<file path="src/icache_pkg.sv">
// shared word type and enums for the instruction cache, imported by the cache RTL and testbench
`default_nettype none

package icache_pkg;

    // instruction word, also used for byte addresses
    typedef logic [31:0] word_t;

    // controller FSM
    typedef enum logic [2:0] {
        LOOKUP,      // compare buffered request against the set
        MISS_REQ,    // waiting for a credit to send the line request
        REFILL,      // collecting line beats
        REFILL_DONE, // write victim way, touch plru, re-read set
        UNC_REQ,     // waiting for a credit to send the word request
        UNC_WAIT,    // waiting for the single beat
        UNC_DONE     // return captured word
    } ctrl_state_t;

    // memory request opcodes
    typedef enum logic {
        OP_LINE = 1'b0, // LINE_WORDS beats from line base
        OP_WORD = 1'b1  // one beat, exact address
    } mem_op_t;

endpackage

`default_nettype wire

</file>
<file path="src/refill_collector.sv">
// collects memory response beats into a cache line and keeps the last beat for uncached fetches
`timescale 1ns/10ps
`default_nettype none

module refill_collector #(
    parameter int LINE_WORDS = 4,
    localparam int CNT_W = $clog2(LINE_WORDS)
) (
    input  wire logic                               clk,
    input  wire logic                               rst,
    input  wire logic                               restart,
    input  wire logic                               mem_rvalid,
    input  wire icache_pkg::word_t                  mem_rdata,
    output icache_pkg::word_t [LINE_WORDS-1:0]      line,
    output logic                                    line_done,
    output icache_pkg::word_t                       beat_word
);

    logic [CNT_W-1:0] beat_cnt;

    // restart drops a partial count left by a single-beat fetch
    always_ff @(posedge clk) begin
        if (rst || restart) begin
            beat_cnt  <= '0;
            line_done <= 1'b0;
        end else begin
            line_done <= 1'b0;
            if (mem_rvalid) begin
                if (beat_cnt == CNT_W'(LINE_WORDS - 1)) begin
                    beat_cnt  <= '0;
                    line_done <= 1'b1; // line complete from next cycle
                end else begin
                    beat_cnt <= beat_cnt + 1'b1;
                end
            end
        end
    end

    // first beat ends up in word 0
    always_ff @(posedge clk) begin
        if (mem_rvalid) begin
            line      <= {mem_rdata, line[LINE_WORDS-1:1]};
            beat_word <= mem_rdata;
        end
    end

endmodule

`default_nettype wire

</file>
<file path="config.mk">
export PLATFORM = sky130hd
export DESIGN_NAME = refill_collector
export DESIGN_NICKNAME = d
export VERILOG_FILES = /design/src/icache_pkg.sv /design/src/refill_collector.sv
export SDC_FILE = /design/constraint.sdc
export NUM_CORES = 1
export LEC_CHECK = 0
export BUFFER_PORTS_ARGS = -buffer_cell sky130_fd_sc_hd__buf_2
export CAP_MARGIN = 10
export CORE_AREA = 2 2 96 107
export DETAILED_ROUTE_END_ITERATION = 8
export DIE_AREA = 0 0 98 109
export PLACE_DENSITY = 0.72
export SLEW_MARGIN = 20
export SYNTH_ARGS = -nofsm -noshare
export SYNTH_HDL_FRONTEND = slang
export SYNTH_SLANG_ARGS = --single-unit
</file>
<file path="constraint.sdc">
create_clock -name clk -period 2.2 [get_ports clk]
set_clock_uncertainty 0.05 [all_clocks]
set_input_delay 0.22 -clock clk [delete_from_list [all_inputs] [get_ports clk]]
set_output_delay 0.22 -clock clk [all_outputs]
set_load 0.005 [all_outputs]
</file>
# Word-level counts from Yosys, hierarchy flattened
# Index checks and enable logic that the tools add are counted.
# word_totals
reg_bits,131
in_bits,36
out_inout_bits,161
word_cells,13
# classes
add_sub_neg,1
eq_ne,1
muxes,2
n_bitwise,1
reduce_logical,2
# ops
op,n
$add A2 B1 Y2 const B,1
$eq A2 B2 Y1 const B,1
$mux W2,1
$reduce_or A2 Y1,1
$logic_or A1 B1 Y1,1
$mux W1,1
$not A1 Y1,1

# Longest topological paths before layout
# depth
ltp_word,2
mapped_depth,3
mapped_depth_nobuf,3

# Worst setup path after synthesis
# No wires, ideal clock.
# synth_path
path_kind,register -> register
startpoint,register beat_cnt[0]
endpoint,register beat_cnt[0]
setup_ns,0.079
t_arrival_ns,1.004
required_time_ns,2.071
path_slack_ns,1.067
path_stages_with_launch,4
path_buffers,0
synth_period_minus_slack_ns,1.133
cell_sequence,dfxtp_1 > ha_1 > or3b_1 > a211oi_2
# synth_between
elab_chain_len,2
word_cells_on_any_way,3
cone_classes,add/sub (1); eq/ne (1); mux (1)
# synth_rtl
element,line,source
"start, declared",refill_collector.sv:19,logic [CNT_W-1:0] beat_cnt;
"start signal, assigned",refill_collector.sv:33,beat_cnt <= beat_cnt + 1'b1;
$add A2 B1 Y2 or $eq A2 B2 Y1 (tied branches),"refill_collector.sv:33, refill_collector.sv:29",
$mux W2 *,refill_collector.sv:29,if (beat_cnt == CNT_W'(LINE_WORDS - 1)) begin
# Every way passes the cells marked *; elsewhere a longest branch is shown, timed or not.
# A chain may end at the register's enable or synchronous reset.

# Worst setup path after layout
# Ends and elaborated chain as after synthesis.

==> results.sh <==
export IMPL_vdd_ir_drop_worst_uv=561.5
export IMPL_setup_viol=0
export IMPL_rows=38
export IMPL_cts_num_sinks=131
export IMPL_timing_fmax_mhz=573.9
export IMPL_clkTransAtPathRegs_ps=60
export IMPL_min_to="line_done"
export IMPL_relSlewSlack=0.7820
export IMPL_holdPathStages=3
export IMPL_regToRegSetupSlack_ps=460
export IMPL_endpoint_kind="flop"
export IMPL_io_pins=197
export IMPL_arrival_ps=2140
export IMPL_place_ws_ps=935.2
export IMPL_setup_ws_ps=457.4
export IMPL_critical_path_required_ps=2600
export IMPL_die_h_um=109
export IMPL_detailedRoute_firstPassIterationCount=4
export IMPL_status="finished clean"
export IMPL_cts_buffers=17
export IMPL_clk_insertion_delay_late_ps=500
export IMPL_ys_ff_latch=131
export IMPL_synth_top_area_share=0.9135
export IMPL_power_frac_clock=0.449
export IMPL_ys_warn_count=0
export IMPL_coreArea_um2=9652
export IMPL_min_from="mem_rvalid"
export IMPL_synth_cell_types=10
export IMPL_r2r_cells=4
export IMPL_die_area_um2=10680
export IMPL_drt_wirelength_per_cell_um=15.85
export IMPL_syn_to_final_growth_pct=44.45
export IMPL_worst_pin_slew_ps=327.1
export IMPL_grt_pass1_wl_um=11850
export IMPL_synth_area_um2=4208
export IMPL_grt_total_usage=0.1535
export IMPL_power_frac_comb=0.059
export IMPL_cts_resized=0
export IMPL_drc_errors=0
export IMPL_cts_tree="done"
export IMPL_rsz0062_at_grt="no"
export IMPL_synth_area_leaders="edfxtp_1 91%, buf_4 5.7%, dfxtp_1 1.4%"
export IMPL_synthCells=171
export IMPL_routabilityCongestion=0.7261
export IMPL_swShare=0.1937
export IMPL_startpoint_type="flop"
export IMPL_io_buffers=196
export IMPL_leakage_nw=2.533
export IMPL_yosysTopAreaCell="edfxtp_1"
export IMPL_ctsHtreeMaxLevel=4
export IMPL_crit_fanout=3
export IMPL_seqPwrFrac=0.492
export IMPL_antenna_found_initial=0
export IMPL_vias=2285
export IMPL_seq_area_frac_synth=0.9277
export IMPL_drt_initial_drc_count=99
export IMPL_rr_startpoint="beat_cnt[0]"
export IMPL_antenna_cells=0
export IMPL_power_switching_mw=1.189
export IMPL_clockBufferDepth=2
export IMPL_maxSlewViolCount=0
export IMPL_drv_cap=0
export IMPL_cts_root_buf="clkbuf_8"
export IMPL_synth_area_per_cell_um2=24.61
export IMPL_grt_overflow=0
export IMPL_syn_nets=208
export IMPL_post_cts_buffers=0
export IMPL_finalHoldViolCount=0
export IMPL_drt_total_wl_um=8307
export IMPL_internal_power_mw=4.950
export IMPL_min_period_ps=1743
export IMPL_die_x_um=98
export IMPL_drive_above_1_share=0.5619
export IMPL_fin_nets=428
export IMPL_grt_pass1_vias=2236
export IMPL_hold_path_class="primary input to flop"
export IMPL_floorplan_initialDensity=0.4360
export IMPL_grt_max_degree=56
export IMPL_tns_ps=0
export IMPL_worstReg2RegEnd="beat_cnt[0]"
export IMPL_via_per_inst=4.361
export IMPL_layout_worst_path_cycle_share=0.7921
export IMPL_powerDensity_nw_per_um2=1010
export IMPL_crit_type="flop to flop"
export IMPL_ant_nets=0
-- critical path, stage by stage (launching register included) --
cell	delay [ps]
dfxtp_1	320
ha_1	210
or3b_1	360
a211oi_2	180
dlygate4sd3_1	560
-- power by group through the flow --
stage	combinational [mW]	clock, mW	sequential (mW)
6_report	0.362	2.75	3.02
5_1_grt	0.396	2.92	3.04
4_1_cts	0.369	2.81	3.03
3_5_place_dp	0.321	0	3.07
3_3_place_gp	0.316	0	3.06
2_1_floorplan	0.0732	0	3.08
-- sequential cells by signal, indices dropped and copies added (netlist names) --
signal / flops
line_done: 1
beat_cnt: 2
beat_word: 32
line: 96
-- placed cells by master, fill, tap and decap left out, types with 3 or more instances in the layout --
| cell type | n |
|---|---|
| buf_2 | 195 |
| bufinv_16 | 4 |
| clkbuf_16 | 16 |
| clkinv_2 | 6 |
| dfxtp_1 | 3 |
| dlygate4sd3_1 | 35 |
| edfxtp_1 | 128 |
-- how the worst max path moves through the flow --
stage          cells after the start  slack (ps)        start     endpoint
6_report                           4         460  beat_cnt[0]  beat_cnt[0]
5_1_grt                            4         390  beat_cnt[0]  beat_cnt[0]
4_1_cts                            4         460  beat_cnt[0]  beat_cnt[0]
3_5_place_dp                       2         940   mem_rvalid     line[31]
3_3_place_gp                       2         960   mem_rvalid     line[14]
2_1_floorplan                      3        1070  beat_cnt[0]  beat_cnt[0]
-- cell type report --
| type | count | area, um^2 |
|---|---|---|
| fillers | 704 | 3573 |
| clock buffers | 19 | 421.7 |
| flip-flops and latches | 131 | 3904 |
| clock inverters | 13 | 165.2 |
| multi-input cells | 8 | 63.81 |
| repair buffers | 233 | 1374 |
| well taps | 120 | 150.1 |
-- repair_timing --
item | CTS | global route
setup endpoints to repair | 0 | 0
hold buffers | 35 | 0
endpoints found under the hold margin | 35 | 0
-- cell usage after synthesis --
| cell type | count |
|---|---|
| nand2b_1 | 1 |
| or3b_1 | 1 |
| dfxtp_1 | 3 |
| a211oi_2 | 1 |
| ha_1 | 1 |
| nor3_1 | 2 |
| mux2i_1 | 1 |
| buf_4 | 32 |
| edfxtp_1 | 128 |
| nand2_1 | 1 |
-- cell families (layout without fill, tap and decap cells) --
group / Yosys count / count (layout) / share of synthesized area
buf+inv: 32 / 265 / 0.05709
compound gates: 1 / 1 / 0.002973
simple gates: 5 / 5 / 0.006840
mux: 1 / 1 / 0.002379
fa+ha+maj: 1 / 1 / 0.002973
flops: 131 / 131 / 0.9277
-- metrics by stage --
stage	instance area (um^2)	std cells	hold slack (ps)	utilization	power, mW
2_1_floorplan	4208	171	234.6	-	3.150
3_3_place_gp	5141	457	347.5	0.5327	3.374
3_5_place_dp	5141	457	348.1	0.5327	3.394
4_1_cts	6078	524	42.53	0.6298	6.208
5_1_grt	6078	524	72.46	0.6298	6.356
6_report	6078	524	69.29	0.6298	6.139
-- metal layers --
layer | vias to the layer above | share of wire | global-route usage
met5 | - | 0 | 0
met1 | 1122 | 0.35 | 0.1632
met4 | 0 | 0.012 | 0.08135
met3 | 7 | 0.051 | 0.05513
met2 | 85 | 0.58 | 0.2691
li1 | 1071 | - | -
(Power assumes the default switching activity.)
