## config.mk

```make
export PLATFORM = sky130hd
export DESIGN_NAME = plru_tree
export DESIGN_NICKNAME = d
export VERILOG_FILES = /design/src/plru_tree.sv
export SDC_FILE = /design/constraint.sdc
export NUM_CORES = 1
export LEC_CHECK = 0
export ABC_CLOCK_PERIOD_IN_PS = 2600
export BUFFER_PORTS_ARGS = -buffer_cell sky130_fd_sc_hd__buf_2
export CORE_ASPECT_RATIO = 1.75
export CORE_MARGIN = 8
export CORE_UTILIZATION = 49
export DETAILED_ROUTE_END_ITERATION = 10
export GPL_TIMING_DRIVEN = 0
export PLACE_DENSITY = 0.71
export SYNTH_ARGS = -nofsm -noshare
export SYNTH_HDL_FRONTEND = slang
export SYNTH_SLANG_ARGS = --single-unit
```

## constraint.sdc

```tcl
create_clock -name clk -period 2.6 [get_ports clk]
set_input_delay 0 -clock clk [delete_from_list [all_inputs] [get_ports clk]]
set_output_delay 0 -clock clk [all_outputs]
set_load 0.05 [all_outputs]
```

## src/plru_tree.sv

```systemverilog
// tree pseudo-LRU state per set, touched on hit or fill, gives the victim way for a set
`timescale 1ns/10ps
`default_nettype none

module plru_tree #(
    parameter int WAYS = 4,
    parameter int SETS = 64,
    localparam int IDX_W = $clog2(SETS),
    localparam int WAY_W = $clog2(WAYS)
) (
    input  wire logic             clk,
    input  wire logic             rst,
    input  wire logic             touch,
    input  wire logic [IDX_W-1:0] touch_index,
    input  wire logic [WAY_W-1:0] touch_way,
    input  wire logic [IDX_W-1:0] victim_index,
    output logic [WAY_W-1:0]      victim_way
);

    logic [WAYS-2:0] tree [SETS];

    // follow the bits from the root, 0 goes to the lower half
    function automatic logic [WAY_W-1:0] walk(input logic [WAYS-2:0] bits);
        int               node;
        logic [WAY_W-1:0] way;
        node = 0;
        way  = '0;
        for (int l = 0; l < WAY_W; l++) begin
            way[WAY_W-1-l] = bits[node];
            node = 2 * node + 1 + int'(bits[node]);
        end
        return way;
    endfunction

    // make every node on the path point at the other subtree
    function automatic logic [WAYS-2:0] point_away(input logic [WAYS-2:0] bits,
                                                   input logic [WAY_W-1:0] way);
        int              node;
        logic [WAYS-2:0] nbits;
        node  = 0;
        nbits = bits;
        for (int l = 0; l < WAY_W; l++) begin
            nbits[node] = ~way[WAY_W-1-l];
            node = 2 * node + 1 + int'(way[WAY_W-1-l]);
        end
        return nbits;
    endfunction

    always_ff @(posedge clk) begin
        if (rst) begin
            for (int s = 0; s < SETS; s++) tree[s] <= '0;
        end else if (touch) begin
            tree[touch_index] <= point_away(tree[touch_index], touch_way);
        end
    end

    assign victim_way = walk(tree[victim_index]);

endmodule

`default_nettype wire

```

-- Yosys cells after proc, flatten, opt, wreduce, memory -nomap -nowiden
Memories as Yosys holds them, arrays and structs flattened.
Cells that the tools add are included.
- output and inout bits: 2
- input port bits: 17
- flip-flop bits (word level): 0
- bits in writable memories: 192
- memories kept: 1
- memories (memory ; words ; width ; read ports ; clocked after Yosys merged registers in ; wr ports ; line ; source):
    tree ; 64 ; 3 ; 2 ; 0 ; 64 ; 20 ; logic [WAYS-2:0] tree [SETS];
- magnitude comparators: 3
- bitwise logic cells: 2
- $add $sub $neg: 2
- multiplexer cells: 14
- reductions and logical operators: 2
- operators by type and width (kind ; number):
    $mux 1 ; 9
    $lt 2x3->1 const B ; 2
    $mux 6 ; 1
    $add 1x1->2 const A ; 2
    $bwmux 3 ; 1
    $mux 3 ; 1
    $reduce_or 3->1 ; 1
    $bmux 1 s2 ; 1
    $demux 1 s2 ; 1
    $ge 2x1->1 const B ; 1
    $not 1->1 ; 2
    $logic_and 1x1->1 ; 1

-- Logic depth before layout (Yosys ltp)
Gate-level depths: netlist (run 1).
- depth after elaboration: 7
- mapped depth: 11
- gate-level depth less buffers: 6

-- Least setup slack after synthesis (run 1)
OpenSTA, ideal clock, no wires.
- kind: register to register
- start point: memory tree[19][1] (netlist name)
- end point: memory tree[12][1] (netlist name) (data pin)
- cell stages (with the launch flop): 8
- required time: 2330 ps
- arrival: 2107 ps
- buffers on the path: 1
- path slack: 223 ps
- cells stage by stage: edfxtp_1 > mux4_2 > mux2_2 > a2bb2oi_1 > o221ai_2 > a2111oi_4 > buf_6 > nor3_1
- RTL lines (item ; line):
    start, declared ; 20

==> results.yml, run 1 <==
status:
  status: "finished with violations"
  violations: "negative setup slack"
synth:
  syn_area_um2: 10490
  synth-warning-count: 0
  async_reset_ff_share_pct: 0
  yosys.area.top_type_share_pct: 54.97
  synth_cells: 859
  synth_seq_cells: 192
  ys_seq_area_share_pct: 54.97
  synth_area_leader_cell: "edfxtp_1"
  ys.flop_type: "edfxtp_1"
  syn_avg_cell_area_um2: 12.21
  synth_edf_count: 192
  ys_top_cells_by_area: "edfxtp_1 (55%), mux4_2 (15%), nand2_1 (4.0%), nor3_1 (3.9%), nor2_1 (2.8%)"
  ys_types: 44
  synth_fp_nets: 876
cells_and_area:
  fillers: 1763
  area_growth_pct: 9.938
  regMostFlops: "tree"
  largest_reg_flops: 192
  antenna_cells: 0
  fin_nets: 908
  final_common_cell: "edfxtp_1"
  drive_above_1_share_pct: 19.80
  instances_no_fill: 1159
  fin_util_pct: 54.30
  reg_top3: "tree x192"
  layout_common_cells: "edfxtp_1 (192), nand2_1 (113), nor2_1 (79)"
route:
  drc: 0
  final_antenna_net_count: 0
  vias_per_cell: 7.215
  wirelength_um: 38570
  via_count: 8362
  drt_iter0_drc: 1210
  avgRoutedWirePerCell_um: 33.28
  firstDrtPassIters: 6
setup_path:
  r2r_end: "tree[56][2]$_SDFFCE_PN0P_"
  path_class: "flip-flop to primary output"
  slowest_stage: "mux4_2"
  max_stage_delay_ps: 600
  ff2ff_path_depth: 7
  crit_path_end_kind: "primary output"
  cp_cell_sequence: "mux4_2, mux4_2, nand2_1, o21ai_0, o21a_1, mux2_4, buf_6"
  critical_path_peak_fanout: 2
  required_ps: 2600
  critPathArrivalTime_ps: 2750
  path_delay_family: "multiplexers"
  cpMostUsedCell: "mux4_2"
  worstReg2RegStart: "tree[42][2]$_SDFFCE_PN0P_"
  cp.buffers_inverters: 1
  rrSetupSlack_ps: 70
  startpoint_type: "flip-flop"
place:
  routabilityCongestion: 1.017
  io_buffers: 9
  place_hpwl_um: 27050
  place_inst: 1123
hold_path:
  hold-path-cell-count: 2
  hold_end: "tree[25][0]$_SDFFCE_PN0P_"
  worstHoldStart: "rst"
  hold_path_class: "input port to flip-flop"
global_route:
  globalRoute.totalOverflow: 0
  grt_max_degree: 18
  grt_usage_pct: 29.43
  antenna_found_initial: 2
  grt_pass1_wl_um: 54940
  grt_pass1_vias: 8159
run:
  drv_cap: 0
floorplan:
  die_area_um2: 26530
  num_io_pins: 19
  fp.dieH_um: 209.5
  die_w_um: 126.6
  num_rows: 71
  coreArea_um2: 21230
  initial_core_util_pct: 49.40
clocking:
  path_clk_slew_ps: 70
  clock-sinks: 192
  cts.path.max_buffers: 2
  htreeDepth: 4
  cts_buffers: 17
  ctsRootBufferMaster: "clkbuf_16"
  cts_tree: "yes"
  clk_latency_ps: 450
sta:
  min_period_ps: 2750
  fmax_ghz: 0.3637
  grt_setup_unrepaired: "true"
  layout_setup_ws_ps: -149.8
  tightest_slew_ps: 1277
  finalHoldViolations: 0
  final_max_slew_viol_count: 0
  finClkSkew_ps: 10.04
  setup_viol_count_final: 1
  maxSlewHeadroom_pct: 14.55
  min_period_over_period_pct: 105.8
  whs_ps: 183.8
power:
  p_per_area_nw_per_um2: 620.7
  power_mw: 7.157
  irDropWorstVdd_mv: 0.4415
  p_leak_nw: 3.770
==> power by group <==
part / total (mW) / leakage, nW / internal [mW] / switching, mW
Combinational: 0.982 / 1.57 / 0.341 / 0.640
Clock: 2.59 / 0.265 / 1.34 / 1.26
Sequential: 3.58 / 1.93 / 3.52 / 0.0584
Total: 7.16 / 3.77 / 5.20 / 1.96
==> logic make-up (layout without fill, tap and decap cells) <==
logic type / count (synthesis) / count (layout) / share of synthesized area (%)
AOI/OAI and AO/OA: 130 / 130 / 7.850
buffers and inverters: 97 / 142 / 4.271
DFF: 192 / 192 / 54.97
muxes: 105 / 105 / 18.50
and+or+nand+nor: 335 / 335 / 14.40
==> layer usage <==
layer  track usage (%)  part of all wire [%]  vias up
met4             23.86                   9.1        4
li1                  -                     -     3351
met1             31.95                    31     4032
met2             47.44                    48      754
met5                 0                 0.060        -
met3             8.081                    12      221
==> repair_timing <==
item,CTS,global route
pin swaps,1,1
setup buffers,3,2
hold buffers,0,0
gates resized for setup,28,25
endpoints found under the setup margin,193,157
==> metrics by stage <==
stage	setup TNS, ps	setup slack [ps]	area [um2]
final	-149.8	-149.8	11530
after global placement	-160320	-956.8	10850
after global routing	-207.4	-207.4	11530
after CTS	-92.62	-92.62	11490
after detailed placement	-156890	-992.4	10860
after floorplan	0	223.2	10490
==> Yosys cell counts (all sizes together) (2+ instances only) <==
library cell / count
a21o: 9
a21oi: 41
a221oi: 6
a22oi: 9
a31oi: 2
and2: 4
and3: 5
buf: 41
clkbuf: 48
edfxtp: 192
inv: 8
mux2: 11
mux2i: 24
mux4: 70
nand2: 113
nand2b: 10
nand3: 10
nand3b: 2
nor2: 79
nor2b: 5
nor3: 81
nor4: 20
o211ai: 3
o21a: 2
o21ai: 39
o221ai: 7
o22ai: 4
o2bb2ai: 2
or2: 2
==> how the worst max path moves through the flow <==
stage                         startpoint                   endpoint  slack [ps]  depth (start not counted)
2_1_floorplan  tree[19][1]$_SDFFCE_PN0P_  tree[12][1]$_SDFFCE_PN0P_         220                          7
3_3_place_gp              touch_index[2]   tree[7][2]$_SDFFCE_PN0P_        -960                          7
3_5_place_dp              touch_index[2]   tree[7][2]$_SDFFCE_PN0P_        -990                          7
4_1_cts        tree[43][0]$_SDFFCE_PN0P_              victim_way[0]         -90                          7
5_1_grt        tree[43][0]$_SDFFCE_PN0P_              victim_way[0]        -210                          7
6_report       tree[43][0]$_SDFFCE_PN0P_              victim_way[0]        -150                          7
==> worst register-to-register path, stage by stage (launching register included) <==
cell and delay [ps]:
edfxtp_1 420, mux4_2 480, mux2i_1 210, o22ai_1 170
nor2_1 140, and3_2 370, buf_2 330, nor3_1 110
==> area by class of cell <==
class                           instances  area [um2]  share of cell area [%]
Sequential cell                       192        5766                   50.01
Buffer                                 88       451.7                   3.918
Timing Repair Buffer                   14       88.84                  0.7705
Clock inverter                         14       131.4                   1.139
Inverter                                8       30.03                  0.2604
Multi-Input combinational cell        570        4314                   37.42
Tap cell                              255       319.1                   2.767
Clock buffer                           18       429.2                   3.722
(Power assumes the default switching activity.)
==> run 2, diff against run 1 <==
==> constraint.sdc (replaced) <==
create_clock -name clk -period 2.6 [get_ports clk]
set_input_delay 0 -clock clk [delete_from_list [all_inputs] [get_ports clk]]
set_output_delay 0 -clock clk [all_outputs]
set_load 0.02 [all_outputs]
==> run 2 against run 1 <==
  * The flow still finishes with violations (negative setup slack)
  * Via count shrank 1.1%
  * Worst hold slack got worse by 5.8 ps
  * Sequential share of layout area up 0.065 points
  * Fmax increased by 0.79%
  * Critical path depth unchanged
  * Die area stayed put
  * Combinational power down 2.4%
  * Clock skew grew 0.97 ps
  * Total power shrank 0.40%
  * Count of clock-buffer cells in the layout unchanged
  * Non-clock buffer count unchanged
  * Sequential power hardly changed
  * Largest power group unchanged
==> results.yml, run 2 (synthesis gave the netlist of run 1 again) <==
global_route:
  grt_max_degree: 18
  antenna_found_initial: 2
  globalRoute.totalOverflow: 0
  grt_pass1_wl_um: 54950
  grt_pass1_vias: 8159
  grt_usage_pct: 29.44
route:
  drc: 0
  final_antenna_net_count: 0
  vias_per_cell: 7.139
  via_count: 8274
  wirelength_um: 38470
  avgRoutedWirePerCell_um: 33.20
  firstDrtPassIters: 8
  drt_iter0_drc: 1341
power:
  seq_power_share_pct: 50.2
  swShare_pct: 27.13
  p_leak_nw: 3.763
  p_switching_mw: 1.934
  p_clk_share_pct: 36.3
  pwr-share-comb_pct: 13.4
  irDropWorstVdd_mv: 0.4402
  p_per_area_nw_per_um2: 619.0
  p_int_mw: 5.194
clocking:
  htreeDepth: 4
  clk_latency_ps: 450
  ctsRootBufferMaster: "clkbuf_16"
  cts_tree: "yes"
  clock-sinks: 192
  cts_buffers: 17
  cts.path.max_buffers: 2
  hold_buffers: 0
  path_clk_slew_ps: 70
sta:
  min_period_ps: 2728
  layout_setup_ws_ps: -128.1
  maxSlewHeadroom_pct: 13.37
  grt_setup_unrepaired: "true"
  min_period_over_period_pct: 104.9
  fmax_ghz: 0.3665
  tightest_slew_ps: 1295
  fin_tns_setup_ps: -128.1
  finClkSkew_ps: 11.00
  final_max_slew_viol_count: 0
  finalHoldViolations: 0
  setup_viol_count_final: 1
floorplan:
  fp.dieH_um: 209.5
  num_io_pins: 19
  coreArea_um2: 21230
  num_rows: 71
  initial_core_util_pct: 49.40
  die_w_um: 126.6
  die_area_um2: 26530
setup_path:
  critPathArrivalTime_ps: 2730
  startpoint_type: "flip-flop"
  r2r_end: "tree[51][2]$_SDFFCE_PN0P_"
  path_class: "flip-flop to primary output"
  ff2ff_path_depth: 7
  critical_path_peak_fanout: 2
  worstReg2RegStart: "tree[55][2]$_SDFFCE_PN0P_"
  required_ps: 2600
  crit_end: "victim_way[0]"
  rrSetupSlack_ps: 90
  critPathLaunch: "tree[43][0]$_SDFFCE_PN0P_"
  crit_path_end_kind: "primary output"
cells_and_area:
  instances_no_fill: 1159
  largest_reg_flops: 192
  area_growth_pct: 9.795
  regMostFlops: "tree"
  reg_top3: "tree x192"
  drive_above_1_share_pct: 19.80
  antenna_cells: 0
  layout_common_cells: "edfxtp_1 (192), nand2_1 (113), nor2_1 (79)"
  final_common_cell: "edfxtp_1"
  fin_nets: 908
run:
  drv_cap: 0
hold_path:
  hold-path-cell-count: 2
  hold_path_class: "input port to flip-flop"
status:
  violations: "negative setup slack"
  status: "finished with violations"
place:
  place_hpwl_um: 27050
  io_buffers: 9
  routabilityCongestion: 1.017
  place_inst: 1123
-- run 2: power by group through the flow --
stage / Sequential (mW) / Combinational, mW / Clock [mW]
2_1_floorplan: 3.62 / 0.593 / 0
3_3_place_gp: 3.64 / 0.889 / 0
3_5_place_dp: 3.65 / 0.894 / 0
4_1_cts: 3.58 / 0.910 / 2.58
5_1_grt: 3.59 / 0.987 / 2.68
6_report: 3.58 / 0.958 / 2.59
-- run 2: routing by layer --
layer | vias up | track usage, % | part of all wire (%)
li1 | 3366 | - | -
met1 | 3971 | 31.96 | 31
met2 | 734 | 47.43 | 48
met3 | 199 | 8.081 | 12
met4 | 4 | 23.90 | 9.0
met5 | - | 0 | 0.060
-- run 2: worst max-delay path, cell delays in order (launching register included) --
cell and delay, ps:
edfxtp_1 370, mux4_2 610, mux4_2 520, nand2_1 80, o21ai_0 70, o21a_1 200
mux2_2 280, buf_2 160
-- run 2: how the worst min path moves through the flow --
stage,slack [ps],from,to
after global routing,210,rst,tree[25][0]$_SDFFCE_PN0P_
after floorplan,250,victim_index[5],victim_way[1]
after global placement,530,victim_index[5],victim_way[1]
after CTS,160,touch_way[0],tree[54][2]$_SDFFCE_PN0P_
after detailed placement,550,victim_index[5],victim_way[1]
final,180,rst,tree[25][0]$_SDFFCE_PN0P_
-- run 2: timing repair --
action | in CTS | in global routing
buffers inserted | 3 | 2
setup endpoints to repair | 193 | 157
gates resized for setup | 26 | 25
pin swaps | 3 | 1
-- run 2: metrics by stage --
step	setup WS, ps	cell area [um2]	util, %	power (mW)	hold WS (ps)
6_report	-128.1	11510	54.23	7.128	178.0
5_1_grt	-179.0	11510	54.23	7.258	211.8
4_1_cts	-55.53	11470	54.05	7.068	163.4
3_5_place_dp	-992.4	10860	51.16	4.540	550.7
3_3_place_gp	-956.8	10850	51.11	4.526	525.1
2_1_floorplan	223.2	10490	-	4.210	253.8
-- run 2: area by class of cell --
class                           count  area [um2]
Buffer                             88       446.7
Clock buffer                       18       429.2
Clock inverter                     14       131.4
Fill cell                        1772        9717
Inverter                            8       30.03
Multi-Input combinational cell    570        4310
Sequential cell                   192        5766
Tap cell                          255       319.1
Timing Repair Buffer               14       82.58
==> run 3, diff against run 2 <==
--- a/config.mk
+++ b/config.mk
@@ -10,6 +10,7 @@
 export CORE_ASPECT_RATIO = 1.75
 export CORE_MARGIN = 8
 export CORE_UTILIZATION = 49
+export CTS_BUF_LIST = sky130_fd_sc_hd__clkbuf_4 sky130_fd_sc_hd__clkbuf_8
 export DETAILED_ROUTE_END_ITERATION = 10
 export GPL_TIMING_DRIVEN = 0
 export PLACE_DENSITY = 0.71
==> run 3 against run 2 <==
  * The run still ends with negative setup slack left
  * Flip-flop and latch count unchanged
  * Worst hold slack worse by 37 ps
  * Design area down 1.5%
  * Register-to-register slack worse by 20 ps
  * Setup slack gained 13 ps
  * Clock skew grew 4.0 ps
  * Critical path type unchanged
  * Highest routed layer unchanged
==> results.yml, run 3 (synthesis gave the netlist of run 1 again) <==
hold_path:
  hold_path_class: "input port to flip-flop"
  worstHoldStart: "rst"
clocking:
  cts.path.max_buffers: 2
  hold_buffers: 0
  htreeDepth: 4
  clock-sinks: 192
  ctsRootBufferMaster: "clkbuf_8"
  path_clk_slew_ps: 100
  clk_latency_ps: 490
  cts_buffers: 17
  cts_tree: "yes"
power:
  p_leak_nw: 3.680
  irDropWorstVdd_mv: 0.2961
  p_per_area_nw_per_um2: 573.5
status:
  status: "finished with violations"
  violations: "negative setup slack"
setup_path:
  worstReg2RegStart: "tree[43][2]$_SDFFCE_PN0P_"
  critPathArrivalTime_ps: 2720
  path_class: "flip-flop to primary output"
  critical_path_peak_fanout: 2
  cp_cell_sequence: "mux4_2, mux4_2, nand2_1, o21ai_0, o21a_1, mux2_2, buf_6"
  slowest_stage: "mux4_2"
  required_ps: 2600
  startpoint_type: "flip-flop"
  crit_path_end_kind: "primary output"
  max_stage_delay_ps: 580
  cpMostUsedCell: "mux4_2"
  critPathLaunch: "tree[43][0]$_SDFFCE_PN0P_"
floorplan:
  die_area_um2: 26530
  num_rows: 71
  die_w_um: 126.6
  num_io_pins: 19
  coreArea_um2: 21230
  fp.dieH_um: 209.5
  initial_core_util_pct: 49.40
sta:
  min_period_ps: 2715
  layout_setup_ws_ps: -115.1
  setup_viol_count_final: 1
  finalHoldViolations: 0
  fmax_ghz: 0.3683
  maxSlewHeadroom_pct: 10.76
  min_period_over_period_pct: 104.4
  grt_setup_unrepaired: "true"
  tightest_slew_ps: 1334
  final_max_slew_viol_count: 0
  finClkSkew_ps: 15.00
run:
  drv_cap: 0
place:
  routabilityCongestion: 1.017
  placed_area_um2: 10860
  io_buffers: 9
  place_hpwl_um: 27050
route:
  drc: 0
  vias_per_cell: 7.153
  via_count: 8297
  avgRoutedWirePerCell_um: 32.92
  wirelength_um: 38190
  drt_iter0_drc: 1422
  firstDrtPassIters: 8
  final_antenna_net_count: 0
global_route:
  grt_max_degree: 18
  grt_usage_pct: 29.19
  antenna_found_initial: 3
  globalRoute.totalOverflow: 0
  grt_pass1_vias: 8105
  grt_pass1_wl_um: 54650
cells_and_area:
  fillers: 1808
  fin_util_pct: 53.43
  largest_reg_flops: 192
  multi_input_area_um2: 4315
  regArea_um2: 5766
  drive_above_1_share_pct: 19.91
  regMostFlops: "tree"
  fin_area_um2: 11340
  reg_top3: "tree x192"
  fin_nets: 908
  area_growth_pct: 8.161
  final_common_cell: "edfxtp_1"
  layout_common_cells: "edfxtp_1 (192), nand2_1 (113), nor2_1 (79)"
run 3: changes by cell type in the layout (fill, tap and decap cells not counted), moves of 2 or more:
cell,previous run,this run
o21ai_0,27,29
clkbuf_16,17,0
o21ai_1,11,9
buf_2,28,26
clkbuf_8,0,17
run 3: worst paths after layout:
kind / end / slack (ps) / cells after the start
max: victim_way[0] / -120 / 7
min: tree[30][1]$_SDFFCE_PN0P_ / 140 / 2
max reg2reg: tree[56][2]$_SDFFCE_PN0P_ / 70 / 7
min reg2reg: tree[1][2]$_SDFFCE_PN0P_ / 1250 / 5
run 3: area by class of cell:
class                   instances  area share [%]
clock buffers                  18           2.129
diodes                          1         0.02206
inverters                       8          0.2647
multi-input cells             570           38.04
flip-flops and latches        192           50.83
repair buffers                 14          0.7831
clock inverters                14           1.158
well taps                     255           2.813
plain buffers                  88           3.960
run 3: through the flow:
stage	total power, mW	setup WS (ps)	hold WS [ps]	setup TNS (ps)	std cells
global placement	4.526	-956.8	525.1	-160270	1123
finish	6.506	-115.1	140.7	-115.1	1160
detailed placement	4.540	-992.4	550.7	-156830	1123
floorplan	4.210	223.2	253.8	0	859
global route	6.624	-186.2	165.4	-186.2	1160
CTS	6.426	-112.1	109.9	-112.1	1157
run 3: critical path, delay by kind of cell, from the launching register on:
| kind | cells | cell delay (ps) |
|---|---|---|
| AND/OR/NAND/NOR | 1 | 70 |
| AO/OA/AOI/OAI | 2 | 260 |
| multiplexers | 3 | 1380 |
| flip-flops | 1 | 380 |
| buffers and inverters | 1 | 130 |
run 3: what timing repair did:
action / in CTS / in global routing
buffers inserted: 3 / 2
resized for setup: 25 / 21
pin swaps: 3 / 2
setup endpoints to repair: 175 / 181
run 3: power by group:
group          internal [mW]  leakage (nW)  switching [mW]
logic                  0.339          1.57           0.624
clock network          0.785         0.181            1.18
registers               3.52          1.93          0.0573
run 3: metal layers:
metal,global-route usage [%],vias up,routed length (um)
met3,7.116,214,4326
met1,32.01,3940,11830
met5,0,-,23
met4,24.61,4,3717
li1,-,3358,-
met2,46.93,781,18290
