File: src/icache_pkg.sv
// shared word type and enums for the instruction cache, imported by the cache RTL and testbench
`default_nettype none

package icache_pkg;

    // instruction word, also used for byte addresses
    typedef logic [31:0] word_t;

    // controller FSM
    typedef enum logic [2:0] {
        LOOKUP,      // compare buffered request against the set
        MISS_REQ,    // waiting for a credit to send the line request
        REFILL,      // collecting line beats
        REFILL_DONE, // write victim way, touch plru, re-read set
        UNC_REQ,     // waiting for a credit to send the word request
        UNC_WAIT,    // waiting for the single beat
        UNC_DONE     // return captured word
    } ctrl_state_t;

    // memory request opcodes
    typedef enum logic {
        OP_LINE = 1'b0, // LINE_WORDS beats from line base
        OP_WORD = 1'b1  // one beat, exact address
    } mem_op_t;

endpackage

`default_nettype wire

File: src/icache_ctrl.sv
// instruction cache controller with request buffer, hit compare, miss/uncached FSM and credits
`timescale 1ns/10ps
`default_nettype none

module icache_ctrl #(
    parameter int WAYS       = 4,
    parameter int SETS       = 64,
    parameter int LINE_WORDS = 4,
    parameter int CREDITS    = 2,
    localparam int WORD_SEL_W = $clog2(LINE_WORDS),
    localparam int OFF_W      = WORD_SEL_W + 2,
    localparam int IDX_W      = $clog2(SETS),
    localparam int TAG_W      = 32 - IDX_W - OFF_W,
    localparam int WAY_W      = $clog2(WAYS)
) (
    input  wire logic                                        clk,
    input  wire logic                                        rst,
    // cpu side
    input  wire logic                                        req,
    input  wire icache_pkg::word_t                           addr,
    input  wire logic                                        cached,
    output logic                                             busy,
    output logic                                             rvalid,
    output icache_pkg::word_t                                rdata,
    // memory request side
    output logic                                             mem_req,
    output icache_pkg::mem_op_t                              mem_op,
    output icache_pkg::word_t                                mem_addr,
    input  wire logic                                        mem_credit,
    input  wire logic                                        mem_rvalid,
    // arrays
    output logic [IDX_W-1:0]                                 rd_index,
    output logic                                             rd_en,
    input  wire logic [WAYS-1:0][TAG_W-1:0]                  tag_rd,
    input  wire logic [WAYS-1:0]                             valid_rd,
    input  wire icache_pkg::word_t [WAYS-1:0][LINE_WORDS-1:0] line_rd,
    output logic                                             fill_en,
    output logic [WAY_W-1:0]                                 fill_way,
    output logic [TAG_W-1:0]                                 fill_tag,
    // plru
    input  wire logic [WAY_W-1:0]                            victim_way,
    output logic                                             plru_touch,
    output logic [WAY_W-1:0]                                 plru_way,
    output logic [IDX_W-1:0]                                 plru_index,
    // refill collector
    input  wire logic                                        line_done,
    input  wire icache_pkg::word_t                           beat_word,
    output logic                                             coll_restart
);
    import icache_pkg::*;

    localparam int CNT_W = $clog2(CREDITS + 1);

    ctrl_state_t       state, state_next;
    logic              buf_valid;
    logic              buf_cached;
    word_t             buf_addr;
    logic [TAG_W-1:0]  buf_tag;
    logic [IDX_W-1:0]  buf_idx;
    logic [WORD_SEL_W-1:0] buf_word;
    logic [WAYS-1:0]   hit_vec;
    logic              hit;
    logic [WAY_W-1:0]  hit_way;
    logic              accept;
    logic              has_credit;
    logic [CNT_W-1:0]  credit_cnt;

    assign buf_tag  = buf_addr[31 -: TAG_W];
    assign buf_idx  = buf_addr[OFF_W +: IDX_W];
    assign buf_word = buf_addr[2 +: WORD_SEL_W];

    // tag compare on the registered array outputs
    always_comb begin
        hit_way = '0;
        for (int w = 0; w < WAYS; w++) begin
            hit_vec[w] = valid_rd[w] && (tag_rd[w] == buf_tag);
            if (hit_vec[w]) hit_way = WAY_W'(w);
        end
    end

    assign hit    = (state == LOOKUP) && buf_valid && buf_cached && |hit_vec;
    assign rvalid = hit || (state == UNC_DONE);
    assign rdata  = (state == UNC_DONE) ? beat_word : line_rd[hit_way][buf_word];
    assign busy   = buf_valid && !rvalid; // miss shows up in the compare cycle
    assign accept = req && !busy;

    always_ff @(posedge clk) begin
        if (rst) begin
            buf_valid <= 1'b0;
        end else if (accept) begin
            buf_valid <= 1'b1;
        end else if (rvalid) begin
            buf_valid <= 1'b0;
        end
    end

    always_ff @(posedge clk) begin
        if (accept) begin
            buf_addr   <= addr;
            buf_cached <= cached;
        end
    end

    // array read: new request, or replay of the set after a fill
    assign rd_en    = accept || (state == REFILL_DONE);
    assign rd_index = (state == REFILL_DONE) ? buf_idx : addr[OFF_W +: IDX_W];

    assign fill_en  = (state == REFILL_DONE);
    assign fill_way = victim_way;
    assign fill_tag = buf_tag;

    assign plru_touch = hit || (state == REFILL_DONE);
    assign plru_way   = (state == REFILL_DONE) ? victim_way : hit_way;
    assign plru_index = buf_idx;

    assign coll_restart = (state == UNC_DONE);

    // credits
    assign has_credit = (credit_cnt != '0);
    assign mem_req    = ((state == MISS_REQ) || (state == UNC_REQ)) && has_credit;
    assign mem_op     = (state == UNC_REQ) ? OP_WORD : OP_LINE;
    assign mem_addr   = (state == UNC_REQ) ? buf_addr : {buf_addr[31:OFF_W], {OFF_W{1'b0}}};

    always_ff @(posedge clk) begin
        if (rst) begin
            credit_cnt <= '0;
        end else if (mem_credit && !mem_req && credit_cnt < CNT_W'(CREDITS)) begin
            credit_cnt <= credit_cnt + 1'b1;
        end else if (!mem_credit && mem_req) begin
            credit_cnt <= credit_cnt - 1'b1;
        end
    end

    always_ff @(posedge clk) begin
        if (rst) state <= LOOKUP;
        else     state <= state_next;
    end

    always_comb begin
        state_next = state;
        case (state)
            LOOKUP: begin
                if (buf_valid && !buf_cached) state_next = UNC_REQ;
                else if (buf_valid && !hit)   state_next = MISS_REQ;
            end
            MISS_REQ:    if (has_credit) state_next = REFILL;
            REFILL:      if (line_done) state_next = REFILL_DONE;
            REFILL_DONE: state_next = LOOKUP; // replay hits next cycle
            UNC_REQ:     if (has_credit) state_next = UNC_WAIT;
            UNC_WAIT:    if (mem_rvalid) state_next = UNC_DONE;
            UNC_DONE:    state_next = LOOKUP;
            default:     state_next = LOOKUP;
        endcase
    end

endmodule

`default_nettype wire

File: config.mk
export PLATFORM = sky130hd
export DESIGN_NAME = icache_ctrl
export DESIGN_NICKNAME = d
export VERILOG_FILES = /design/src/icache_pkg.sv /design/src/icache_ctrl.sv
export SDC_FILE = /design/constraint.sdc
export NUM_CORES = 1
export LEC_CHECK = 0
export BUFFER_PORTS_ARGS = -buffer_cell sky130_fd_sc_hd__buf_2
export CORE_AREA = 2 2 304 306
export CTS_BUF_LIST = sky130_fd_sc_hd__clkbuf_16
export CTS_CLUSTER_SIZE = 10
export DETAILED_ROUTE_END_ITERATION = 16
export DIE_AREA = 0 0 306 308
export PLACE_DENSITY_LB_ADDON = 0.08
export SLEW_MARGIN = 20
export SYNTH_ARGS = -nofsm -noshare
export SYNTH_HDL_FRONTEND = slang
export SYNTH_SLANG_ARGS = --single-unit
export TNS_END_PERCENT = 20
File: constraint.sdc
create_clock -name clk -period 5.7 [get_ports clk]
set_input_delay 1.14 -clock clk [delete_from_list [all_inputs] [get_ports clk]]
set_output_delay 1.14 -clock clk [all_outputs]
set_load 0.05 [all_outputs]
* Yosys cells after proc, flatten, opt, wreduce, memory -nomap -nowiden
Index checks and enable logic that the tools add are counted.
** Storage, ports and cells
- Bits in registers :: 39
- Input port bits :: 677
- Output and inout port bits :: 110
- Word-level logic and storage cells :: 79
** Operators by class
- Add/sub/neg operators :: 2
- $lt $le $gt $ge :: 3
- Equal/unequal tests :: 15
- Mux-type cells :: 23
- Reductions and logical operators :: 31
** Operators with widths (number)
- binary-select mux 128 bit (select 2 bit) :: 1
- 2-to-1 mux 128 bit :: 1
- == test 22 bit :: 4
- binary-select mux 32 bit (select 2 bit) :: 1
- 2-to-1 mux 32 bit :: 2
- 2-to-1 mux 3 bit :: 6
- logical AND 1 bit :: 15
- case mux 3 bit (5 select lines) :: 1
- 2-to-1 mux 2 bit :: 5
- == test 3 bit (second input constant) :: 3
- inequality test 2 bit (second input constant) :: 4
- == test 3 x 2 -> 1 bit (second input constant) :: 2
- zero test 1 bit :: 6
- < comparator 2 x 3 -> 1 bit (second input constant) :: 2
- 2-to-1 mux 6 bit :: 1
- nonzero test 2 bit :: 3
- AND reduction 5 bit :: 1
- logical OR 1 bit :: 4
- 2-to-1 mux 1 bit :: 4
- 2-to-1 mux 4 bit :: 1
- OR reduction 4 bit :: 1
- == test 3 x 1 -> 1 bit (second input constant) :: 1
- zero test 3 bit :: 1
- inequality test 3 x 1 -> 1 bit (second input constant) :: 1
- 3 further kinds :: 3

* Depth between registers and ports, before layout
Gate-level depths: netlist of run 1.
- Depth in word-level cells :: 10
- Gate-level depth with buffers :: 12
- Mapped depth without buffers :: 8

* Least setup slack after synthesis of run 1
Ideal clock, no wire load.
- Path type :: input -> output
- Start :: input tag_rd[62] in the netlist's numbering
- End :: output rd_en
- Arrival time :: 4.033 ns
- Required time :: 4.560 ns
- Path slack :: 0.527 ns
- Stages on the path :: 8
- Path buffers :: 0
- Path through :: xor2_1 or4b_1 nor4_2 nand2_2 nand2_4 o21ai_2 o211a_1 o21ai_0
** On the way
- Longest elaborated chain between the ends :: 10
** RTL lines
- from (decl) :: RTL line icache_ctrl.sv:34 : input wire logic [WAYS-1:0][TAG_W-1:0] tag_rd,
- == test 22 bit :: RTL line icache_ctrl.sv:76 : hit_vec[w] = valid_rd[w] && (tag_rd[w] == buf_tag);
- logical AND 1 bit :: RTL line icache_ctrl.sv:76
- OR reduction 4 bit :: RTL line icache_ctrl.sv:81 : assign hit = (state == LOOKUP) && buf_valid && buf_cached && |hit_vec;
- logical AND 1 bit :: RTL line icache_ctrl.sv:81
- logical OR 1 bit :: RTL line icache_ctrl.sv:82 : assign rvalid = hit || (state == UNC_DONE);
- zero test 1 bit :: RTL line icache_ctrl.sv:84 : assign busy = buf_valid && !rvalid;
- logical AND 1 bit :: RTL line icache_ctrl.sv:84
- named net busy :: RTL line icache_ctrl.sv:22 : output logic busy,
- zero test 1 bit :: RTL line icache_ctrl.sv:85 : assign accept = req && !busy;
- logical AND 1 bit :: RTL line icache_ctrl.sv:85
- logical OR 1 bit :: RTL line icache_ctrl.sv:105 : assign rd_en = accept || (state == REFILL_DONE);
- to (decl) :: RTL line icache_ctrl.sv:33 : output logic rd_en,
The timed path passes the listed nets, and every way through them passes these cells.

* Worst setup path in the final report of run 1
- Start :: input tag_rd[30] in the netlist's numbering
- End :: output rdata[28]
** On the way
- Longest elaborated chain between the ends :: 10
** RTL lines
- == test 22 bit :: RTL line icache_ctrl.sv:76
- logical AND 1 bit :: RTL line icache_ctrl.sv:76
- 2-to-1 mux 1 bit :: RTL line icache_ctrl.sv:77 : if (hit_vec[w]) hit_way = WAY_W'(w);
- 2-to-1 mux 2 bit (2 in series) :: RTL line icache_ctrl.sv:77
- binary-select mux 128 bit (select 2 bit) :: RTL line icache_ctrl.sv:83 : assign rdata = (state == UNC_DONE) ? beat_word : line_rd[hit_way][buf_word];
- 2-to-1 mux 128 bit (not written as such) :: RTL line icache_ctrl.sv:83
- binary-select mux 32 bit (select 2 bit) :: RTL line icache_ctrl.sv:83
- 2-to-1 mux 32 bit (not written as such) :: RTL line icache_ctrl.sv:83
- 2-to-1 mux 32 bit :: RTL line icache_ctrl.sv:83
- to (decl) :: RTL line icache_ctrl.sv:24 : output icache_pkg::word_t rdata,
No other way between the ends. The select of a mux whose other input is x is not followed.

==> results of run 1 <==
## metrics by stage
stage                     setup TNS (ps)  area (um2)  hold WS [ps]  instances  power [uW]
after global routing                   0       13500           558       3010        1930
final                                  0       13600           515       3012        1810
after CTS                              0       13500           520       3005        1860
after floorplan                        0        7620           478       1078         913
after global placement              -372       13300           510       2997        1440
after detailed placement           -43.6       13300           508       2997        1430
## logic make-up (layout without fill, tap and decap cells)
kind of cell,after synthesis,in the layout
AO/OA/AOI/OAI,320,320
multiplexers,106,106
AND/OR/NAND/NOR,374,374
flip-flops,39,39
buffers and inverters,150,891
XOR/XNOR,89,89
other,0,7
## worst register-to-register path: cells and delay by family (launching register included)
family	cells	cell delay [ps]
buf+inv	2	590
simple gates	5	1680
xor+xnor	1	260
compound gates	2	390
flops	1	590
## cells in the final DEF, fill, tap and decap left out, drive strengths merged, types with 6 or more instances in the layout
cell type / count
a22oi: 10
a21o: 18
a211oi: 62
a221oi: 18
nand3: 33
xnor2: 55
xor2: 34
a21oi: 73
nor3: 20
dfxtp: 6
o2bb2ai: 18
o21ai: 57
nor4: 10
mux2i: 86
o22ai: 32
nor3b: 19
nor2: 97
o211ai: 10
a31oi: 11
diode: 7
buf: 878
edfxtp: 33
nand4: 29
and2: 7
nand2: 138
mux2: 20
## repair_timing
action | in CTS | in global routing
gates cloned | 0 | 0
resized for setup | 3 | 1
setup endpoints to repair | 3 | 5
## registers in the layout, summed over array words and instances (netlist names)
register and flops:
buf_addr 32, state 3, credit_cnt 2, buf_cached 1, buf_valid 1
## area by class of cell
type / instances / area share, %
Clock inverter: 3 / 0.526
Inverter: 5 / 0.138
Antenna cell: 7 / 0.129
Clock buffer: 5 / 0.923
Tap cell: 1186 / 10.9
Multi-Input combinational cell: 889 / 42.6
Timing Repair Buffer: 878 / 36.6
Sequential cell: 39 / 8.20
## power by group through the flow
stage          Sequential, uW  Combinational, uW  Clock [uW]
4_1_cts                   395               1040         426
6_report                  394               1010         401
3_3_place_gp              402               1040           0
3_5_place_dp              400               1030           0
5_1_grt                   400               1090         433
2_1_floorplan             369                544           0
## how the worst min path moves through the flow
stage | startpoint | end
2_1_floorplan | credit_cnt[1]$_SDFFE_PP0P_ | credit_cnt[1]$_SDFFE_PP0P_
3_3_place_gp | credit_cnt[1]$_SDFFE_PP0P_ | credit_cnt[1]$_SDFFE_PP0P_
3_5_place_dp | credit_cnt[1]$_SDFFE_PP0P_ | credit_cnt[1]$_SDFFE_PP0P_
4_1_cts | credit_cnt[1]$_SDFFE_PP0P_ | credit_cnt[1]$_SDFFE_PP0P_
5_1_grt | credit_cnt[0]$_SDFFE_PP0P_ | credit_cnt[1]$_SDFFE_PP0P_
6_report | credit_cnt[1]$_SDFFE_PP0P_ | credit_cnt[1]$_SDFFE_PP0P_
## routing by layer
| metal | GRT usage (%) | up-vias | share of wire (%) |
|---|---|---|---|
| met5 | 0 | - | 0.18 |
| met4 | 2.50 | 18 | 1.3 |
| met3 | 3.02 | 58 | 5.7 |
| met2 | 26.7 | 427 | 51 |
| met1 | 17.2 | 5322 | 41 |
| li1 | - | 5410 | - |
==> impl_results.md, run 1 <==
* Die Y at 308 um
* Worst setup margin at 124 ps
* Max-capacitance violation count at 0
* CTS max path bufs at 2
* Clock Latency Late Sink at 310 ps
* Crit-path max cell delay at 500 ps
* Crit path kind: input pin to output pin
* Gate power share at 56.0%
* HPWL after detailed placement at 62,800 um
* Post-cts hold buffer count at 0
* RSZ-0062 raised after global routing: no
* Avg Cell Area, Syn at just over 7 um2
* Critical Path RT at 4560 ps
* Routed WL per cell at 24.0 um
* Total Nets Final at 2,495
* Filler Cell Count at between 10,000 and 15,000
* Post-Route WL at 72,300 um
* Initial antenna violation count at 24
* Mapped Area at 7620 um2
* Core ar. at 91,000 um2
* Area delta synth->final at 77.7%
* Final RePlAce weighted congestion at 0.843
* Post-synth top flop: edfxtp_1
* Worst hold path class: register to register
* Levels on crit path at 12
* Die Area at ~94,000 um2
* Synth async-reset ratio at 0%
* Rel. slew slack at 42.4%
* Flop pwr share at 21.8%
* Setup-failing EPs final at 0
* Setup crit start: tag_rd[30]
* Synth Area in Adders at 0%
* Total internal power at 1010 uW
* Ys Warns at 0
* CP Launch Type: input pin
* Pre-CTS setup slack at -43.6 ps
* FF-to-FF path depth at 10
* DR pass1 iterations at 5
* Global-route wire length before repair at 95,800 um
* I/O pin count at 787
* LEAKAGE at 0.00680 uW
* Hold Fails Final Rpt at 0
* Initial Utilization at 8.38%
* Buf+Inv Stages, Crit Path at 4
* Fmax at 179 MHz
* Clock transition at the registers of the reported paths at 80 ps
* Vias in the first global route at roughly 12,000
* Via count at between 10,000 and 15,000
* DRC violations left at 0
* Leading post-synthesis cells by cell area: edfxtp_1 13%, mux2i_1 11%, nand2_1 6.7%
* Cell with the most instances after synthesis: nand2_1
* Worst r2r src: buf_addr[31]$_DFFE_PP_
* Clock power frac at 22.2%
* Multi-input gate area at between 5000 and 6000 um2
* Largest net degree at the start of global routing at 63
* Clock Sink Count at 39
* Synth cell types at 49
* PortBufs at 786
* Seq. cell area at 1110 um2
* Worst-path fanout max at 25
* Final Core Density at 14.9%
* GRT Util Overall at 14.4%
* Synth Area in Compound Gates at 27.3%
* Syn Inst Count at 1,078
* Reg2reg setup slack at 1850 ps
* Switching share of power at between 40% and 50%
* Crit. End Element: output pin
* Slew Limit Fails at 0
* Crit path to: rdata[28]
* Post-CTS setup buffers at 0
* Die width at slightly above 300 um
* Synth area leader: edfxtp_1
* Hold path cells at 2
* Final Cycle Share at 97.8%
* Post-synthesis simple-gate area fraction at 23.0%
* Xor and xnor area share after synthesis at 10.2%
* Post-route antenna net violation count at 0
* Multiplexer share of the synthesized area at 14.2%
* Crit path max-delay family: simple AND/OR/NAND/NOR gates
* Worst EP arrival at around 4400 ps
* CTS H-tree depth at 2
* P_sw at 794 uW
* Vias per Instance at approximately 3.7
* Slowest cell on the critical path: or2_4
* R2r endpoint: buf_addr[19]$_DFFE_PP_
* CTS tree: done
* Largest family of logic cells by synthesized area: compound AO/OA/AOI/OAI gates
* GRT overflow at 0
* Slew @ Worst Pin at approximately 860 ps
* Peak supply drop at 0.105 mV
* Synthesized Nets at 1,755
* Layout Skew at 16.8 ps
* Rows at ~110
* Yosys reg bits at 39
* 1st-iter DRT viols at between 500 and 600
* Min Tclk post-route at ~5600 ps
* CTS buffer count at 5
* Most frequent cells after synthesis: 136 x nand2_1, 97 x nor2_1, 86 x mux2i_1
* Clock Tree Root: clkbuf_16
* Sequential share of the synthesized area at 14.6%
* Share of layout cells above drive strength 1 at approximately half
* EDFF count, synth at 33
* Status: completed
* P per Cell Area at 133 nW/um2
* Crit-path cells: buf_2, xor2_1, nor4_2, nand4_1, or2_4, buf_4, mux2i_1, o2bb2ai_1, a211oi_1, buf_4, nor3b_1, buf_2
* Synth top area share at between 10% and 20%
(Power assumes the default switching activity.)
==> inputs of run 2 (changes only) <==
Clock period 5.7 ns to 5.86 ns, I/O delays scaled along.
==> run 2 against run 1 <==
Effect of this change:
- non-clock buffer count fell by 9
- wire length rose by 1.7%
- flip-flop and latch count did not move
- largest cell class unchanged
- largest power group unchanged
- sequential power shrank 3%
- core utilization shrank 0.10 points
- count of clock-buffer cells in the layout is the same
- global-route usage is 0.30 points higher
- total power fell by 4.5%
- sequential share of layout area rose by 0.056 points
==> impl_results.md, run 2 (synthesized netlist as in run 1, its figures left out) <==
* CTS max path bufs at 2
* Setup crit start: tag_rd[35]
* Fmax at 178 MHz
* Vias in the first global route at between 10,000 and 15,000
* Core ar. at a little over 90,000 um2
* Seq. cell area at 1110 um2
* Final Cycle Share at a little over nine tenths
* Total internal power at 940 uW
* Reg2reg setup slack at 1930 ps
* Final RePlAce weighted congestion at 0.862
* Critical Path RT at between 4000 and 5000 ps
* Multi-input gate area at 5780 um2
* Vias per Instance at 3.75
* Cts repair resizes at 6
* Post-route antenna net violation count at 0
* Initial Utilization at roughly 8.4%
* GRT overflow at 0
* DR pass1 iterations at 5
* Clock Sink Count at 39
* Clock power frac at 20.5%
* Clock transition at the registers of the reported paths at 70 ps
* Status: completed
* Gate power share at 57.3%
* Share of layout cells above drive strength 1 at between 50% and 60%
* CTS H-tree depth at 2
* Layout Skew at approximately 6.8 ps
* I/O pin count at 787
* Crit path to: rdata[10]
* Crit-path cells: buf_2, xor2_1, nor4_2, nand4_1, or2_4, buf_12, buf_4, mux2i_1, a21o_1, a211oi_1, buf_4, nor3b_1, buf_12
* Post-CTS setup buffers at 0
* FF-to-FF path depth at 11
* Post-Route WL at 73,500 um
* Max reg flops at 32
* Die Area at 94,200 um2
* Largest register by flop count: buf_addr
* R2r endpoint: buf_addr[8]$_DFFE_PP_
* Setup-failing EPs final at 0
* RSZ-0062 raised after global routing: no
* P per Cell Area at around 130 nW/um2
* 1st-iter DRT viols at 467
* Slowest cell on the critical path: nor4_2
* CTS buffer count at 5
* Dpl cells at 2,988
* HPWL after detailed placement at 63,500 um
* Placed instance area at 13,200 um2
* Hold Fails Final Rpt at 0
* Rel. slew slack at 30.3%
* GRT Util Overall at between 10% and 20%
* Worst hold path class: register to register
* Flop pwr share at 22.2%
* Crit path kind: input pin to output pin
* Peak supply drop at 0.106 mV
* Post-route cell area at 13,500 um2
* Crit-path max cell delay at 460 ps
* LEAKAGE at 0.00675 uW
* Max-capacitance violation count at 0
* Area delta synth->final at 76.6%
* Largest net degree at the start of global routing at 78
* Worst-path fanout max at 18
* CTS tree: done
* Global-route wire length before repair at 97,400 um
* Clock Latency Late Sink at 320 ps
* Die Y at 308 um
* Most frequent cells in the layout: 773 x buf_2, 133 x nand2_1, 95 x nor2_1
* Filler Cell Count at 10,700
* DRC violations left at 0
* Worst r2r src: buf_addr[15]$_DFFE_PP_
* Total Nets Final at 2,486
* Die width at 306 um
* Routed WL per cell at 24.5 um
* Crit. End Element: output pin
* Via count at 11,300
* Regs by FF count: buf_addr: 32 flops, state: 3 flops, credit_cnt: 2 flops
* CP Launch Type: input pin
* Slew Limit Fails at 0
* P_sw at 787 uW
* Initial antenna violation count at 26
* Clock Tree Root: clkbuf_16
* Rows at 111
* Switching share of power at 45.6%
* Min Tclk post-route at 5630 ps
* Worst EP arrival at 4460 ps
* Slew @ Worst Pin at just over 1000 ps
* PortBufs at 786
* Most common cell after layout, fill and taps aside: buf_2
* Non-Filler Instances at 3,002
* Post-cts hold buffer count at 0
[run 2: routing by layer]
metal	GRT usage [%]	wire length, um	vias up
li1	-	-	5391
met1	17.6	30300	5344
met2	27.1	37700	458
met3	2.99	4120	62
met4	2.88	1190	14
met5	0	112	-
[run 2: worst min-delay path by stage]
stage / cells after the start / from / endpoint / slack, ps
3_5_place_dp: 2 / credit_cnt[0]$_SDFFE_PP0P_ / credit_cnt[1]$_SDFFE_PP0P_ / 530
5_1_grt: 2 / credit_cnt[0]$_SDFFE_PP0P_ / credit_cnt[1]$_SDFFE_PP0P_ / 570
3_3_place_gp: 2 / credit_cnt[1]$_SDFFE_PP0P_ / credit_cnt[1]$_SDFFE_PP0P_ / 520
4_1_cts: 2 / credit_cnt[0]$_SDFFE_PP0P_ / credit_cnt[1]$_SDFFE_PP0P_ / 540
6_report: 2 / credit_cnt[0]$_SDFFE_PP0P_ / credit_cnt[1]$_SDFFE_PP0P_ / 540
2_1_floorplan: 2 / credit_cnt[1]$_SDFFE_PP0P_ / credit_cnt[1]$_SDFFE_PP0P_ / 480
[run 2: power groups by stage]
stage | logic [uW] | clock network (uW) | registers [uW]
2_1_floorplan | 529 | 0 | 359
6_report | 989 | 354 | 384
3_3_place_gp | 1010 | 0 | 392
5_1_grt | 1070 | 386 | 390
3_5_place_dp | 1010 | 0 | 391
4_1_cts | 1010 | 380 | 385
[run 2: through the flow]
stage | power (uW) | setup TNS [ps] | util, % | setup slack [ps] | hold WS [ps]
after detailed placement | 1400 | -734 | 14.6 | -359 | 528
after global placement | 1400 | -655 | 14.6 | -380 | 517
after CTS | 1780 | 0 | 14.8 | 164 | 541
final | 1730 | 0 | 14.8 | 227 | 537
after floorplan | 888 | 0 | - | 623 | 478
after global routing | 1840 | 0 | 14.8 | 29.0 | 566
[run 2: area by class of cell]
cell class	instances	share of cell area, %
Multi-Input combinational cell	889	43.0
Timing Repair Buffer	869	36.2
Tap cell	1186	11.0
Sequential cell	39	8.25
Clock buffer	5	0.929
Clock inverter	3	0.344
Inverter	5	0.139
Antenna cell	6	0.112
[run 2: critical path, delay by kind of cell]
family / cells / cell delay [ps]
compound gates: 2 / 520
xor+xnor: 1 / 140
buf+inv: 5 / 900
mux: 1 / 150
simple gates: 4 / 1540
